<file path="src/common/fu_cr2_pkg.sv">
// FPSCR control byte types, MSB-first like the architected bit order (bit 24 is index 0)
// only the two control nibbles 6 and 7 are modeled
`default_nettype none

package fu_cr2_pkg;

   // --------------------
   // field types
   // --------------------

   // [0] ve  [1] oe  [2] ue  [3] ze  [4] xe  [5] ni  [6:7] rnd mode
   typedef logic [0:7] fpscr_ctl_t;

   typedef logic [0:3] fpscr_nib_t;    // data or bit mask within a nibble

   // [6] nibble 6 = bits 24..27, [7] nibble 7 = bits 28..31
   typedef logic [6:7] fpscr_nib_sel_t;

   // --------------------
   // stage counts
   // --------------------

   localparam int BYP_DEPTH = 5;    // byp2..byp6
   localparam int CTL_DEPTH = 5;    // ex3..ex7

endpackage

`default_nettype wire

</file>
<file path="src/design/fu_cr2.sv">
// FPSCR control shadow top level, every stage advances each cycle
// ex1_thread must be one-hot or zero; zero is a bubble
`timescale 1ns/100ps
`default_nettype none

module fu_cr2
   import fu_cr2_pkg::*;
#(
   parameter int NUM_THREADS = 4
) (
   input  wire logic                   nclk,
   input  wire logic                   rst,
   input  wire logic [0:NUM_THREADS-1] ex1_thread,
   input  fpscr_nib_t                  ex1_bit_data,
   input  fpscr_nib_t                  ex1_bit_mask,
   input  fpscr_nib_sel_t              ex1_nib_sel,
   input  wire logic                   ex1_mtfsb,
   input  wire logic                   ex1_mtfsf,
   input  wire logic                   ex1_mtfsfi,
   input  fpscr_ctl_t                  ex2_fpr_byte,      // mtfsf source, one cycle after op
   input  wire logic                   ex7_cancel,
   output fpscr_ctl_t                  ex2_fpscr_shadow,
   output fpscr_ctl_t                  ex6_fpscr_rd_dat,
   output fpscr_ctl_t                  ex7_fpscr_rd_dat
);

   typedef struct packed {
      logic [0:NUM_THREADS-1] thread;
      logic                   mv;
   } stage_t;

   logic [0:NUM_THREADS-1] ex2_thread;
   logic                   ex2_mv;
   stage_t                 ex2_rec;
   stage_t                 ctl_stages [CTL_DEPTH];    // ex3..ex7
   logic [0:NUM_THREADS-1] older_thread [BYP_DEPTH];  // ex2..ex6
   logic [0:BYP_DEPTH-1]   older_mv;
   logic [0:NUM_THREADS-1] ex2_rd_thread;
   logic [0:BYP_DEPTH-1]   ex2_rd_byp;
   fpscr_ctl_t             byp2_din;
   fpscr_ctl_t             byp_stages [BYP_DEPTH];    // byp2..byp6
   fpscr_ctl_t             committed [NUM_THREADS];

   // --------------------
   // ex1 -> ex2
   // --------------------

   fu_cr2_ex2_merge #(.NUM_THREADS(NUM_THREADS)) u_ex2_merge (
      .nclk             (nclk),
      .rst              (rst),
      .ex1_thread       (ex1_thread),
      .ex1_bit_data     (ex1_bit_data),
      .ex1_bit_mask     (ex1_bit_mask),
      .ex1_nib_sel      (ex1_nib_sel),
      .ex1_mtfsb        (ex1_mtfsb),
      .ex1_mtfsf        (ex1_mtfsf),
      .ex1_mtfsfi       (ex1_mtfsfi),
      .ex2_fpr_byte     (ex2_fpr_byte),
      .ex2_rd_thread    (ex2_rd_thread),
      .ex2_rd_byp       (ex2_rd_byp),
      .committed        (committed),
      .byp_stages       (byp_stages),
      .ex2_thread       (ex2_thread),
      .ex2_mv           (ex2_mv),
      .ex2_fpscr_shadow (ex2_fpscr_shadow),
      .byp2_din         (byp2_din)
   );

   // older stage view for the bypass compares
   assign older_thread[0] = ex2_thread;
   assign older_mv[0]     = ex2_mv;
   for (genvar i = 1; i < BYP_DEPTH; i++) begin : g_older
      assign older_thread[i] = ctl_stages[i-1].thread;
      assign older_mv[i]     = ctl_stages[i-1].mv;
   end

   fu_cr2_byp_sel #(.NUM_THREADS(NUM_THREADS)) u_byp_sel (
      .nclk          (nclk),
      .rst           (rst),
      .ex1_thread    (ex1_thread),
      .older_thread  (older_thread),
      .older_mv      (older_mv),
      .ex2_rd_thread (ex2_rd_thread),
      .ex2_rd_byp    (ex2_rd_byp)
   );

   // --------------------
   // ex3..ex7 pipes
   // --------------------

   assign ex2_rec = '{thread: ex2_thread, mv: ex2_mv};

   fu_cr2_stage_pipe #(
      .payload_t (stage_t),
      .DEPTH     (CTL_DEPTH),
      .RST_VAL   ('0)
   ) u_ctl_pipe (
      .nclk   (nclk),
      .rst    (rst),
      .din    (ex2_rec),
      .stages (ctl_stages)
   );

   fu_cr2_stage_pipe #(
      .payload_t (fpscr_ctl_t),
      .DEPTH     (BYP_DEPTH),
      .RST_VAL   ('0)
   ) u_byp_pipe (
      .nclk   (nclk),
      .rst    (rst),
      .din    (byp2_din),
      .stages (byp_stages)
   );

   // --------------------
   // commit and reads
   // --------------------

   fu_cr2_thread_regs #(.NUM_THREADS(NUM_THREADS)) u_thread_regs (
      .nclk             (nclk),
      .rst              (rst),
      .ex6_thread       (ctl_stages[CTL_DEPTH-2].thread),
      .ex7_thread       (ctl_stages[CTL_DEPTH-1].thread),
      .ex7_mv           (ctl_stages[CTL_DEPTH-1].mv),
      .ex7_cancel       (ex7_cancel),
      .byp6             (byp_stages[BYP_DEPTH-1]),
      .committed        (committed),
      .ex6_fpscr_rd_dat (ex6_fpscr_rd_dat),
      .ex7_fpscr_rd_dat (ex7_fpscr_rd_dat)
   );

endmodule

`default_nettype wire

</file>
<file path="src/design/fu_cr2_byp_sel.sv">
// read select for the ex2 shadow, registered from ex1
// thread vectors are one-hot or zero; a zero vector selects nothing
`timescale 1ns/100ps
`default_nettype none

module fu_cr2_byp_sel
   import fu_cr2_pkg::*;
#(
   parameter int NUM_THREADS = 4
) (
   input  wire logic                   nclk,
   input  wire logic                   rst,
   input  wire logic [0:NUM_THREADS-1] ex1_thread,
   input  wire logic [0:NUM_THREADS-1] older_thread [BYP_DEPTH],  // ex2..ex6
   input  wire logic [0:BYP_DEPTH-1]   older_mv,
   output logic      [0:NUM_THREADS-1] ex2_rd_thread,
   output logic      [0:BYP_DEPTH-1]   ex2_rd_byp
);

   logic [0:BYP_DEPTH-1]   ex1_match;
   logic [0:BYP_DEPTH-1]   ex1_rd_byp;
   logic [0:NUM_THREADS-1] ex1_rd_thread;
   logic                   hit_older;

   // --------------------
   // thread compares
   // --------------------

   for (genvar i = 0; i < BYP_DEPTH; i++) begin : g_match
      // same thread and a move still in flight
      assign ex1_match[i] = (|(ex1_thread & older_thread[i])) & older_mv[i];
   end

   // --------------------
   // priority
   // --------------------

   // ex2 is youngest so it wins over ex3..ex6
   always_comb begin
      hit_older = 1'b0;
      for (int i = 0; i < BYP_DEPTH; i++) begin
         ex1_rd_byp[i] = ex1_match[i] & ~hit_older;
         hit_older     = hit_older | ex1_match[i];
      end
      ex1_rd_thread = ex1_thread & {NUM_THREADS{~hit_older}};  // fall back to committed
   end

   // --------------------
   // ex2 select register
   // --------------------

   always_ff @(posedge nclk) begin
      if (rst) begin
         ex2_rd_thread <= '0;
         ex2_rd_byp    <= '0;
      end else begin
         ex2_rd_thread <= ex1_rd_thread;
         ex2_rd_byp    <= ex1_rd_byp;
      end
   end

endmodule

`default_nettype wire

</file>
<file path="src/design/fu_cr2_ex2_merge.sv">
// ex2 op register, shadow read mux and control-byte merge
// at most one op flag may be high; ex2_fpr_byte belongs to the op in ex2
`timescale 1ns/100ps
`default_nettype none

module fu_cr2_ex2_merge
   import fu_cr2_pkg::*;
#(
   parameter int NUM_THREADS = 4
) (
   input  wire logic                   nclk,
   input  wire logic                   rst,
   input  wire logic [0:NUM_THREADS-1] ex1_thread,
   input  fpscr_nib_t                  ex1_bit_data,
   input  fpscr_nib_t                  ex1_bit_mask,
   input  fpscr_nib_sel_t              ex1_nib_sel,
   input  wire logic                   ex1_mtfsb,
   input  wire logic                   ex1_mtfsf,
   input  wire logic                   ex1_mtfsfi,
   input  fpscr_ctl_t                  ex2_fpr_byte,
   input  wire logic [0:NUM_THREADS-1] ex2_rd_thread,
   input  wire logic [0:BYP_DEPTH-1]   ex2_rd_byp,
   input  fpscr_ctl_t                  committed [NUM_THREADS],
   input  fpscr_ctl_t                  byp_stages [BYP_DEPTH],
   output logic      [0:NUM_THREADS-1] ex2_thread,
   output logic                        ex2_mv,
   output fpscr_ctl_t                  ex2_fpscr_shadow,
   output fpscr_ctl_t                  byp2_din
);

   logic           ex2_mtfsb;
   logic           ex2_mtfsf;
   logic           ex2_mtfsfi;
   fpscr_nib_t     ex2_bit_data;
   fpscr_nib_t     ex2_bit_mask;
   fpscr_nib_sel_t ex2_nib_sel;
   fpscr_ctl_t     ex2_bit_sel;
   fpscr_ctl_t     ex2_new_data;

   // --------------------
   // ex2 op register
   // --------------------

   always_ff @(posedge nclk) begin
      if (rst) begin
         ex2_thread <= '0;
         ex2_mtfsb  <= 1'b0;
         ex2_mtfsf  <= 1'b0;
         ex2_mtfsfi <= 1'b0;
      end else begin
         ex2_thread <= ex1_thread;
         ex2_mtfsb  <= ex1_mtfsb;
         ex2_mtfsf  <= ex1_mtfsf;
         ex2_mtfsfi <= ex1_mtfsfi;
      end
   end

   always_ff @(posedge nclk) begin
      ex2_bit_data <= ex1_bit_data;
      ex2_bit_mask <= ex1_bit_mask;
      ex2_nib_sel  <= ex1_nib_sel;
   end

   assign ex2_mv = ex2_mtfsb | ex2_mtfsf | ex2_mtfsfi;

   // --------------------
   // shadow read mux
   // --------------------

   // selects are one-hot across threads and bypass stages
   always_comb begin
      ex2_fpscr_shadow = '0;
      for (int i = 0; i < NUM_THREADS; i++) begin
         ex2_fpscr_shadow = ex2_fpscr_shadow | (committed[i] & {8{ex2_rd_thread[i]}});
      end
      for (int i = 0; i < BYP_DEPTH; i++) begin
         ex2_fpscr_shadow = ex2_fpscr_shadow | (byp_stages[i] & {8{ex2_rd_byp[i]}});
      end
   end

   // --------------------
   // write merge
   // --------------------

   assign ex2_bit_sel[0:3] = ex2_bit_mask & {4{ex2_mv & ex2_nib_sel[6]}};
   assign ex2_bit_sel[4:7] = ex2_bit_mask & {4{ex2_mv & ex2_nib_sel[7]}};

   // immediate data is repeated into both nibbles
   assign ex2_new_data = ex2_mtfsf ? ex2_fpr_byte : {ex2_bit_data, ex2_bit_data};

   assign byp2_din = (ex2_fpscr_shadow & ~ex2_bit_sel) |
                     (ex2_new_data & ex2_bit_sel);    // unselected bits keep shadow

endmodule

`default_nettype wire

</file>
<file path="src/design/fu_cr2_stage_pipe.sv">
// fixed-latency delay line, one register per stage, no stall
// stages[0] is the youngest stage and stages[DEPTH-1] the oldest
`timescale 1ns/100ps
`default_nettype none

module fu_cr2_stage_pipe #(
   parameter type      payload_t = logic,
   parameter int       DEPTH     = 2,
   parameter payload_t RST_VAL   = '0
) (
   input  wire logic nclk,
   input  wire logic rst,
   input  payload_t  din,
   output payload_t  stages [DEPTH]
);

   // --------------------
   // shift register
   // --------------------

   always_ff @(posedge nclk) begin
      if (rst) begin
         for (int i = 0; i < DEPTH; i++) begin
            stages[i] <= RST_VAL;
         end
      end else begin
         stages[0] <= din;                   // youngest stage
         for (int i = 1; i < DEPTH; i++) begin
            stages[i] <= stages[i-1];        // advance every cycle
         end
      end
   end

endmodule

`default_nettype wire

</file>
<file path="src/design/fu_cr2_thread_regs.sv">
// committed FPSCR control byte per thread, written at the end of ex7
// the ex7 read bypasses byp6 whenever ex7 holds a move, cancelled or not
`timescale 1ns/100ps
`default_nettype none

module fu_cr2_thread_regs
   import fu_cr2_pkg::*;
#(
   parameter int NUM_THREADS = 4
) (
   input  wire logic                   nclk,
   input  wire logic                   rst,
   input  wire logic [0:NUM_THREADS-1] ex6_thread,
   input  wire logic [0:NUM_THREADS-1] ex7_thread,
   input  wire logic                   ex7_mv,
   input  wire logic                   ex7_cancel,
   input  fpscr_ctl_t                  byp6,
   output fpscr_ctl_t                  committed [NUM_THREADS],
   output fpscr_ctl_t                  ex6_fpscr_rd_dat,
   output fpscr_ctl_t                  ex7_fpscr_rd_dat
);

   logic       ex7_wr;
   fpscr_ctl_t ex7_rd_no_byp;

   // --------------------
   // commit
   // --------------------

   assign ex7_wr = ex7_mv & ~ex7_cancel;

   always_ff @(posedge nclk) begin
      if (rst) begin
         for (int i = 0; i < NUM_THREADS; i++) begin
            committed[i] <= '0;
         end
      end else begin
         for (int i = 0; i < NUM_THREADS; i++) begin
            if (ex7_wr && ex7_thread[i]) begin
               committed[i] <= byp6;           // visible to ex1 of the next cycle
            end
         end
      end
   end

   // --------------------
   // mffs read ports
   // --------------------

   always_comb begin
      ex6_fpscr_rd_dat = '0;
      ex7_rd_no_byp    = '0;
      for (int i = 0; i < NUM_THREADS; i++) begin
         ex6_fpscr_rd_dat = ex6_fpscr_rd_dat | (committed[i] & {8{ex6_thread[i]}});
         ex7_rd_no_byp    = ex7_rd_no_byp | (committed[i] & {8{ex7_thread[i]}});
      end
   end

   assign ex7_fpscr_rd_dat = ex7_mv ? byp6 : ex7_rd_no_byp;

endmodule

`default_nettype wire

</file>
<file path="config.mk">
export PLATFORM = sky130hd
export DESIGN_NAME = fu_cr2
export DESIGN_NICKNAME = d
export VERILOG_FILES = /design/src/common/fu_cr2_pkg.sv /design/src/design/fu_cr2.sv /design/src/design/fu_cr2_byp_sel.sv /design/src/design/fu_cr2_ex2_merge.sv /design/src/design/fu_cr2_stage_pipe.sv /design/src/design/fu_cr2_thread_regs.sv
export SDC_FILE = /design/constraint.sdc
export NUM_CORES = 1
export LEC_CHECK = 0
export BUFFER_PORTS_ARGS = -buffer_cell sky130_fd_sc_hd__buf_2
export CAP_MARGIN = 0
export CORE_AREA = 2 2 124 102
export CTS_CLUSTER_DIAMETER = 120
export CTS_CLUSTER_SIZE = 8
export DETAILED_ROUTE_END_ITERATION = 6
export DIE_AREA = 0 0 126 104
export GPL_TIMING_DRIVEN = 1
export PLACE_DENSITY_LB_ADDON = 0.05
export SYNTH_ARGS = -nofsm -noshare
export SYNTH_HDL_FRONTEND = slang
export SYNTH_HIERARCHICAL = 1
export SYNTH_SLANG_ARGS = --single-unit
export TNS_END_PERCENT = 5
</file>
<file path="constraint.sdc">
create_clock -name nclk -period 1.7 [get_ports nclk]
set_clock_uncertainty 0.15 [all_clocks]
set_input_delay 0.085 -clock nclk [delete_from_list [all_inputs] [get_ports nclk]]
set_output_delay 0.085 -clock nclk [all_outputs]
set_load 0.01 [all_outputs]
</file>
* After elaboration in Yosys (flattened, before gate mapping)
Cells that the tools add are included.
Operators by class: bitwise gates (word level) 67, mux-type cells 2, reduce and logical (&&, ||, !) cells 9
Operators by type and width (number):
- AND 8 bit | 19
- bitwise OR 8 bit | 15
- AND 4 bit | 8
- OR reduction 4 bit | 5
- two-way mux 8 bit | 2
- AND 1 bit | 12
- NOT 8 bit | 1
- NOT 1 bit | 6
- bitwise OR 1 bit | 6
- logical AND 1 bit | 4
Storage, ports and cells: register bits 123, word-level logic and storage cells 106

* Depth between registers and ports, before layout
depth in word-level cells 11, gate-level depth with buffers 6, depth with buffers taken out 4

* By module
Netlist, hierarchy kept.
Modules (own cells, without submodules):
- fu_cr2_thread_regs | cells an instance 172, times used 1, area an instance 1631.6 µm²
- fu_cr2_stage_pipe at u_byp_pipe | cells an instance 84, times used 1, area an instance 1156.1 µm²
- fu_cr2_ex2_merge | cells an instance 104, times used 1, area an instance 1012.2 µm²
- fu_cr2_stage_pipe at u_ctl_pipe | cells an instance 52, times used 1, area an instance 673.1 µm²
- fu_cr2_byp_sel | cells an instance 41, times used 1, area an instance 415.4 µm²

* Worst setup path before layout
No wires, ideal clock.
path kind reg-to-reg, start register u_byp_sel/ex2_rd_thread[3] (netlist bit), end register u_byp_pipe/stages[32] (netlist bit), required time 1434 ps, stages on the path, launching flop included 6, library setup time 116 ps, arrival time 1329 ps, period minus slack after synthesis 1595 ps, path slack 105 ps, cell sequence dfxtp_1 -> buf_6 -> a222oi_1 -> nand4_1 -> mux2_4 -> nor2b_2
On the way: longest elaborated chain between the ends 9
Ends and longest elaborated chain:
- start: declaration | line fu_cr2_byp_sel.sv:16 | output logic [0:NUM_THREADS-1] ex2_rd_thread,
- start signal: assignment | line fu_cr2_byp_sel.sv:57 | ex2_rd_thread <= ex1_rd_thread;
- AND 8 bit | line fu_cr2_ex2_merge.sv:74 | ex2_fpscr_shadow = ex2_fpscr_shadow | (committed[i] & {8{ex2_rd_thread[i]}});
- bitwise OR 8 bit | line fu_cr2_ex2_merge.sv:74
- bitwise OR 8 bit (5 in series) | line fu_cr2_ex2_merge.sv:77 | ex2_fpscr_shadow = ex2_fpscr_shadow | (byp_stages[i] & {8{ex2_rd_byp[i]}});
- net ex2_fpscr_shadow[0] | line fu_cr2.sv:22 | output fpscr_ctl_t ex2_fpscr_shadow,
- AND 8 bit | line fu_cr2_ex2_merge.sv:91 | assign byp2_din = (ex2_fpscr_shadow & ~ex2_bit_sel) |
- bitwise OR 8 bit | line fu_cr2_ex2_merge.sv:91
- net byp2_din[0] | line fu_cr2.sv:40 | fpscr_ctl_t byp2_din;
- end signal: indexed assignment | line fu_cr2_stage_pipe.sv:29 | stages[i] <= stages[i-1];
- end: declaration | line fu_cr2_stage_pipe.sv:14 | output payload_t stages [DEPTH]
The timed path passes the listed nets, and every way through them passes these cells. A chain may end at the register's enable or synchronous reset.

* Worst setup path in the final report
start register u_byp_sel/ex2_rd_byp[3] (netlist bit), end output ex2_fpscr_shadow[2]
On the way: longest elaborated chain between the ends 3
Ends and longest elaborated chain:
- start: declaration | line fu_cr2_byp_sel.sv:17 | output logic [0:BYP_DEPTH-1] ex2_rd_byp
- start signal: assignment | line fu_cr2_byp_sel.sv:58 | ex2_rd_byp <= ex1_rd_byp;
- AND 8 bit | line fu_cr2_ex2_merge.sv:77
- bitwise OR 8 bit (2 in series) | line fu_cr2_ex2_merge.sv:77
- end: declaration | line fu_cr2.sv:22
Every way passes these cells.

==> results.md <==
- Status: complete, but fails checks
- Failing checks: setup timing
- YS warnings: 6
- Worst hold path endpoint: u_thread_regs/committed[24]
- DRC violations left: 0
- CTS Buffer Depth: 2
- Kind of critical path: register to output port
- Share of cells above drive strength 1: 32.8%
- Data arrival time of the worst path: 1.52 ns
- Drt wl/cell: 17.2 um
- Hold path cells: 4
- WP depth: 3
- Port Buf Inserts: 51
- FF-to-FF End: u_byp_pipe/stages[36]
- Max stage delay on crit path: 0.38 ns
- Fmax: 0.568 GHz
- Final nets: 563
- Final setup margin: -0.0597 ns
- Non-Filler Instances: 700
- Top delay family on crit path: flip-flops
- CP Capture Type: output port
- Drt first-iter violations: 447
- Number of synthesized register bits: 123
- GRT overflow: 0
- Worst path slowest cell: dfxtp_4
- Max Slew Vio Count: 0
- FF-to-FF path depth: 5
- Worst-margin pin slew: 0.398 ns
- Period utilisation layout: 104%
- Initial antenna violation count: 0
- CP Cell Sequence: a222oi_1, nand4_1, buf_2
- Core ar.: 11900 um^2
- Gpl congestion: 0.838
- Worst r2r src: u_byp_sel/ex2_rd_byp[2]
- Number of sinks on the clock net: 123
- Inserted Clock Buffers: 17
- Gr usage total: 18.5%
- Root Driver: clkbuf_16
- Setup Viol. Count Final: 15
- Seq/Total Area, Yosys: 50.4%
- Most frequent cells in the layout: dfxtp_1, buf_2, a22oi_1, nor2b_1, nor2_1
- Min-delay worst type: primary input to register
- CP Max Fanout: 8
- Largest net degree at the start of global routing: 70
- Avg Synthesized Cell Area: 10.8 um^2
- Maximum vdd drop: 763 uV
- Area grow syn2layout: 28.0%
- Distinct cells, synth: 32
- DR vias/cell: 5.21
- Hold Path Origin: ex7_cancel
- Max cap viols: 0
- Final Hold Fails: 0
- Most common cell after layout, fill and taps aside: dfxtp_1
- Startpoint type of the worst setup path: register
- Die H: 104 um
- R2R setup slack: -0.02 ns
- Die width: 126 um
- Power Density: 1110 nW/um^2
- Syn nets: 481
- Clock-pin slew on the worst setup and hold paths: 0.06 ns
- CTS H-tree depth: 4
- Via count: 3647
- Placed Instance Area: 5230 um^2
- Global-route wire length before repair: 18.8 mm
- Hold_ws: 0.0766 ns
- CTS tree: built
- Num rows: 36
- Critical path buffer and inverter count: 1
- Vias in the first global route: 3455
- Static Leak: 2.85 nW
- Setup_tns: -0.455 ns
- Area of the mapped netlist: 4890 um^2
- Final ANT Viol Nets: 0
- Antenna Cells: 0
- Post-Syn Instances: 453
- RSZ-0062 raised after global routing: yes
- Max transition margin: 73.4%
- Wirelength, routed: 12.0 mm
- Tmin final: 1.76 ns
- Skew-Pair Late Insertion Delay: 0.41 ns
- Io pins: 52
- Post-route cell area: 6260 um^2
- Cell total after placement: 636
- Req. time, crit path: 1.46 ns
- Starting Density: 41.1%
- DP Wirelength: 8.39 mm
- First-pass iteration count of the detailed router: 5
- Area of the die: 13100 um^2
==> cells in the mapped netlist <==
library cell	number	share of area (%)
nor2_1	34	2.6
buf_4	8	1.2
nor2b_1	45	5.8
a22oi_1	56	8.6
or3_1	1	0.13
a22o_1	5	0.90
a22o_2	5	1.0
and2b_1	1	0.15
buf_2	1	0.10
inv_1	4	0.31
o21ai_2	5	0.90
a21o_1	8	1.2
clkbuf_1	11	0.84
a222oi_1	8	1.6
nand3_1	8	0.82
nand3b_1	2	0.31
dfxtp_1	123	50
nand3b_4	2	0.82
nor2b_2	30	5.4
nor3b_1	1	0.15
mux2i_1	32	6.6
nand2b_1	1	0.13
nand4_1	9	1.2
nand2_1	17	1.3
buf_1	2	0.15
nor4b_2	1	0.31
clkbuf_2	1	0.10
clkbuf_4	4	0.61
mux2_4	8	2.5
nor3_1	5	0.51
mux2_2	8	1.8
buf_6	7	1.6
==> where the power goes <==
group / internal, mW / leakage (nW) / total [mW] / switching (mW)
clock network: 2.34 / 0.289 / 3.67 / 1.33
registers: 2.93 / 1.01 / 2.98 / 0.0470
logic: 0.153 / 1.55 / 0.284 / 0.131
==> what timing repair did <==
| item | 4_1_cts | 5_1_grt |
|---|---|---|
| pin swaps | 6 | 13 |
| hold endpoints to repair | 32 | 0 |
| buffers inserted | 1 | 1 |
| setup endpoints to repair | 18 | 21 |
| hold buffers | 30 | 0 |
| gates resized for setup | 17 | 15 |
==> sequential cells by signal (all words and copies together), names as in the netlist <==
| register | flops |
|---|---|
| u_byp_sel/ex2_rd_byp | 5 |
| u_byp_pipe/stages | 40 |
| u_ex2_merge/ex2_mtfsfi | 1 |
| u_ex2_merge/ex2_mtfsb | 1 |
| u_ex2_merge/ex2_nib_sel | 2 |
| u_ex2_merge/ex2_bit_data | 4 |
| u_thread_regs/committed | 32 |
| u_ex2_merge/ex2_bit_mask | 4 |
| u_ex2_merge/ex2_mtfsf | 1 |
| u_ctl_pipe/stages | 25 |
| u_byp_sel/ex2_rd_thread | 4 |
| u_ex2_merge/ex2_thread | 4 |
==> area by class of cell <==
type                            instances  area [um^2]
Fill cell                            1066         5630
Sequential cell                       123         2490
Multi-Input combinational cell        292         2250
Timing Repair Buffer                   97          701
Clock buffer                           18          439
Tap cell                              152          190
Clock inverter                         14          170
Inverter                                4         15.0
==> per-layer routing <==
layer / wire length [um] / vias to the layer above / GRT usage [%]
li1: - / 1773 / -
met1: 6120 / 1711 / 27.7
met2: 4840 / 150 / 25.7
met3: 949 / 13 / 4.32
met4: 120 / 0 / 7.06
met5: 0 / - / 0
==> worst reg2reg max path, delay by kind of cell (launching register included) <==
| kind | cells | cell delay (ns) |
|---|---|---|
| flip-flops | 1 | 0.38 |
| AO/OA/AOI/OAI | 1 | 0.36 |
| AND/OR/NAND/NOR | 2 | 0.30 |
| multiplexers | 1 | 0.24 |
| buffers and inverters | 1 | 0.18 |
==> how the worst max path moves through the flow <==
| stage | startpoint | endpoint |
|---|---|---|
| 3_3_place_gp | u_byp_sel/ex2_rd_byp[3] | u_byp_pipe/stages[36] |
| 3_5_place_dp | u_byp_sel/ex2_rd_byp[2] | u_byp_pipe/stages[36] |
| 4_1_cts | u_byp_sel/ex2_rd_byp[2] | ex2_fpscr_shadow[1] |
| 5_1_grt | u_byp_sel/ex2_rd_byp[3] | ex2_fpscr_shadow[2] |
| 6_report | u_byp_sel/ex2_rd_byp[3] | ex2_fpscr_shadow[2] |
| 2_1_floorplan | u_byp_sel/ex2_rd_thread[3] | u_byp_pipe/stages[32] |
==> metrics by stage <==
| step | worst slack, ns | power [mW] | util, % |
|---|---|---|---|
| finish | -0.0597 | 6.94 | 52.6 |
| global route | -0.162 | 7.16 | 52.6 |
| CTS | -0.113 | 6.99 | 52.1 |
| detailed placement | 0.00135 | 3.27 | 43.9 |
| global placement | -0.00196 | 3.27 | 43.9 |
| floorplan | 0.105 | 3.19 | - |
==> kinds of logic after synthesis <==
kind of cell | after synthesis | share of synthesized area (%)
multiplexers | 48 | 10.9
AO/OA/AOI/OAI | 87 | 14.3
flip-flops | 123 | 50.4
AND/OR/NAND/NOR | 157 | 19.5
buffers and inverters | 38 | 4.97
Note: power is estimated with default switching activity, not from simulation.
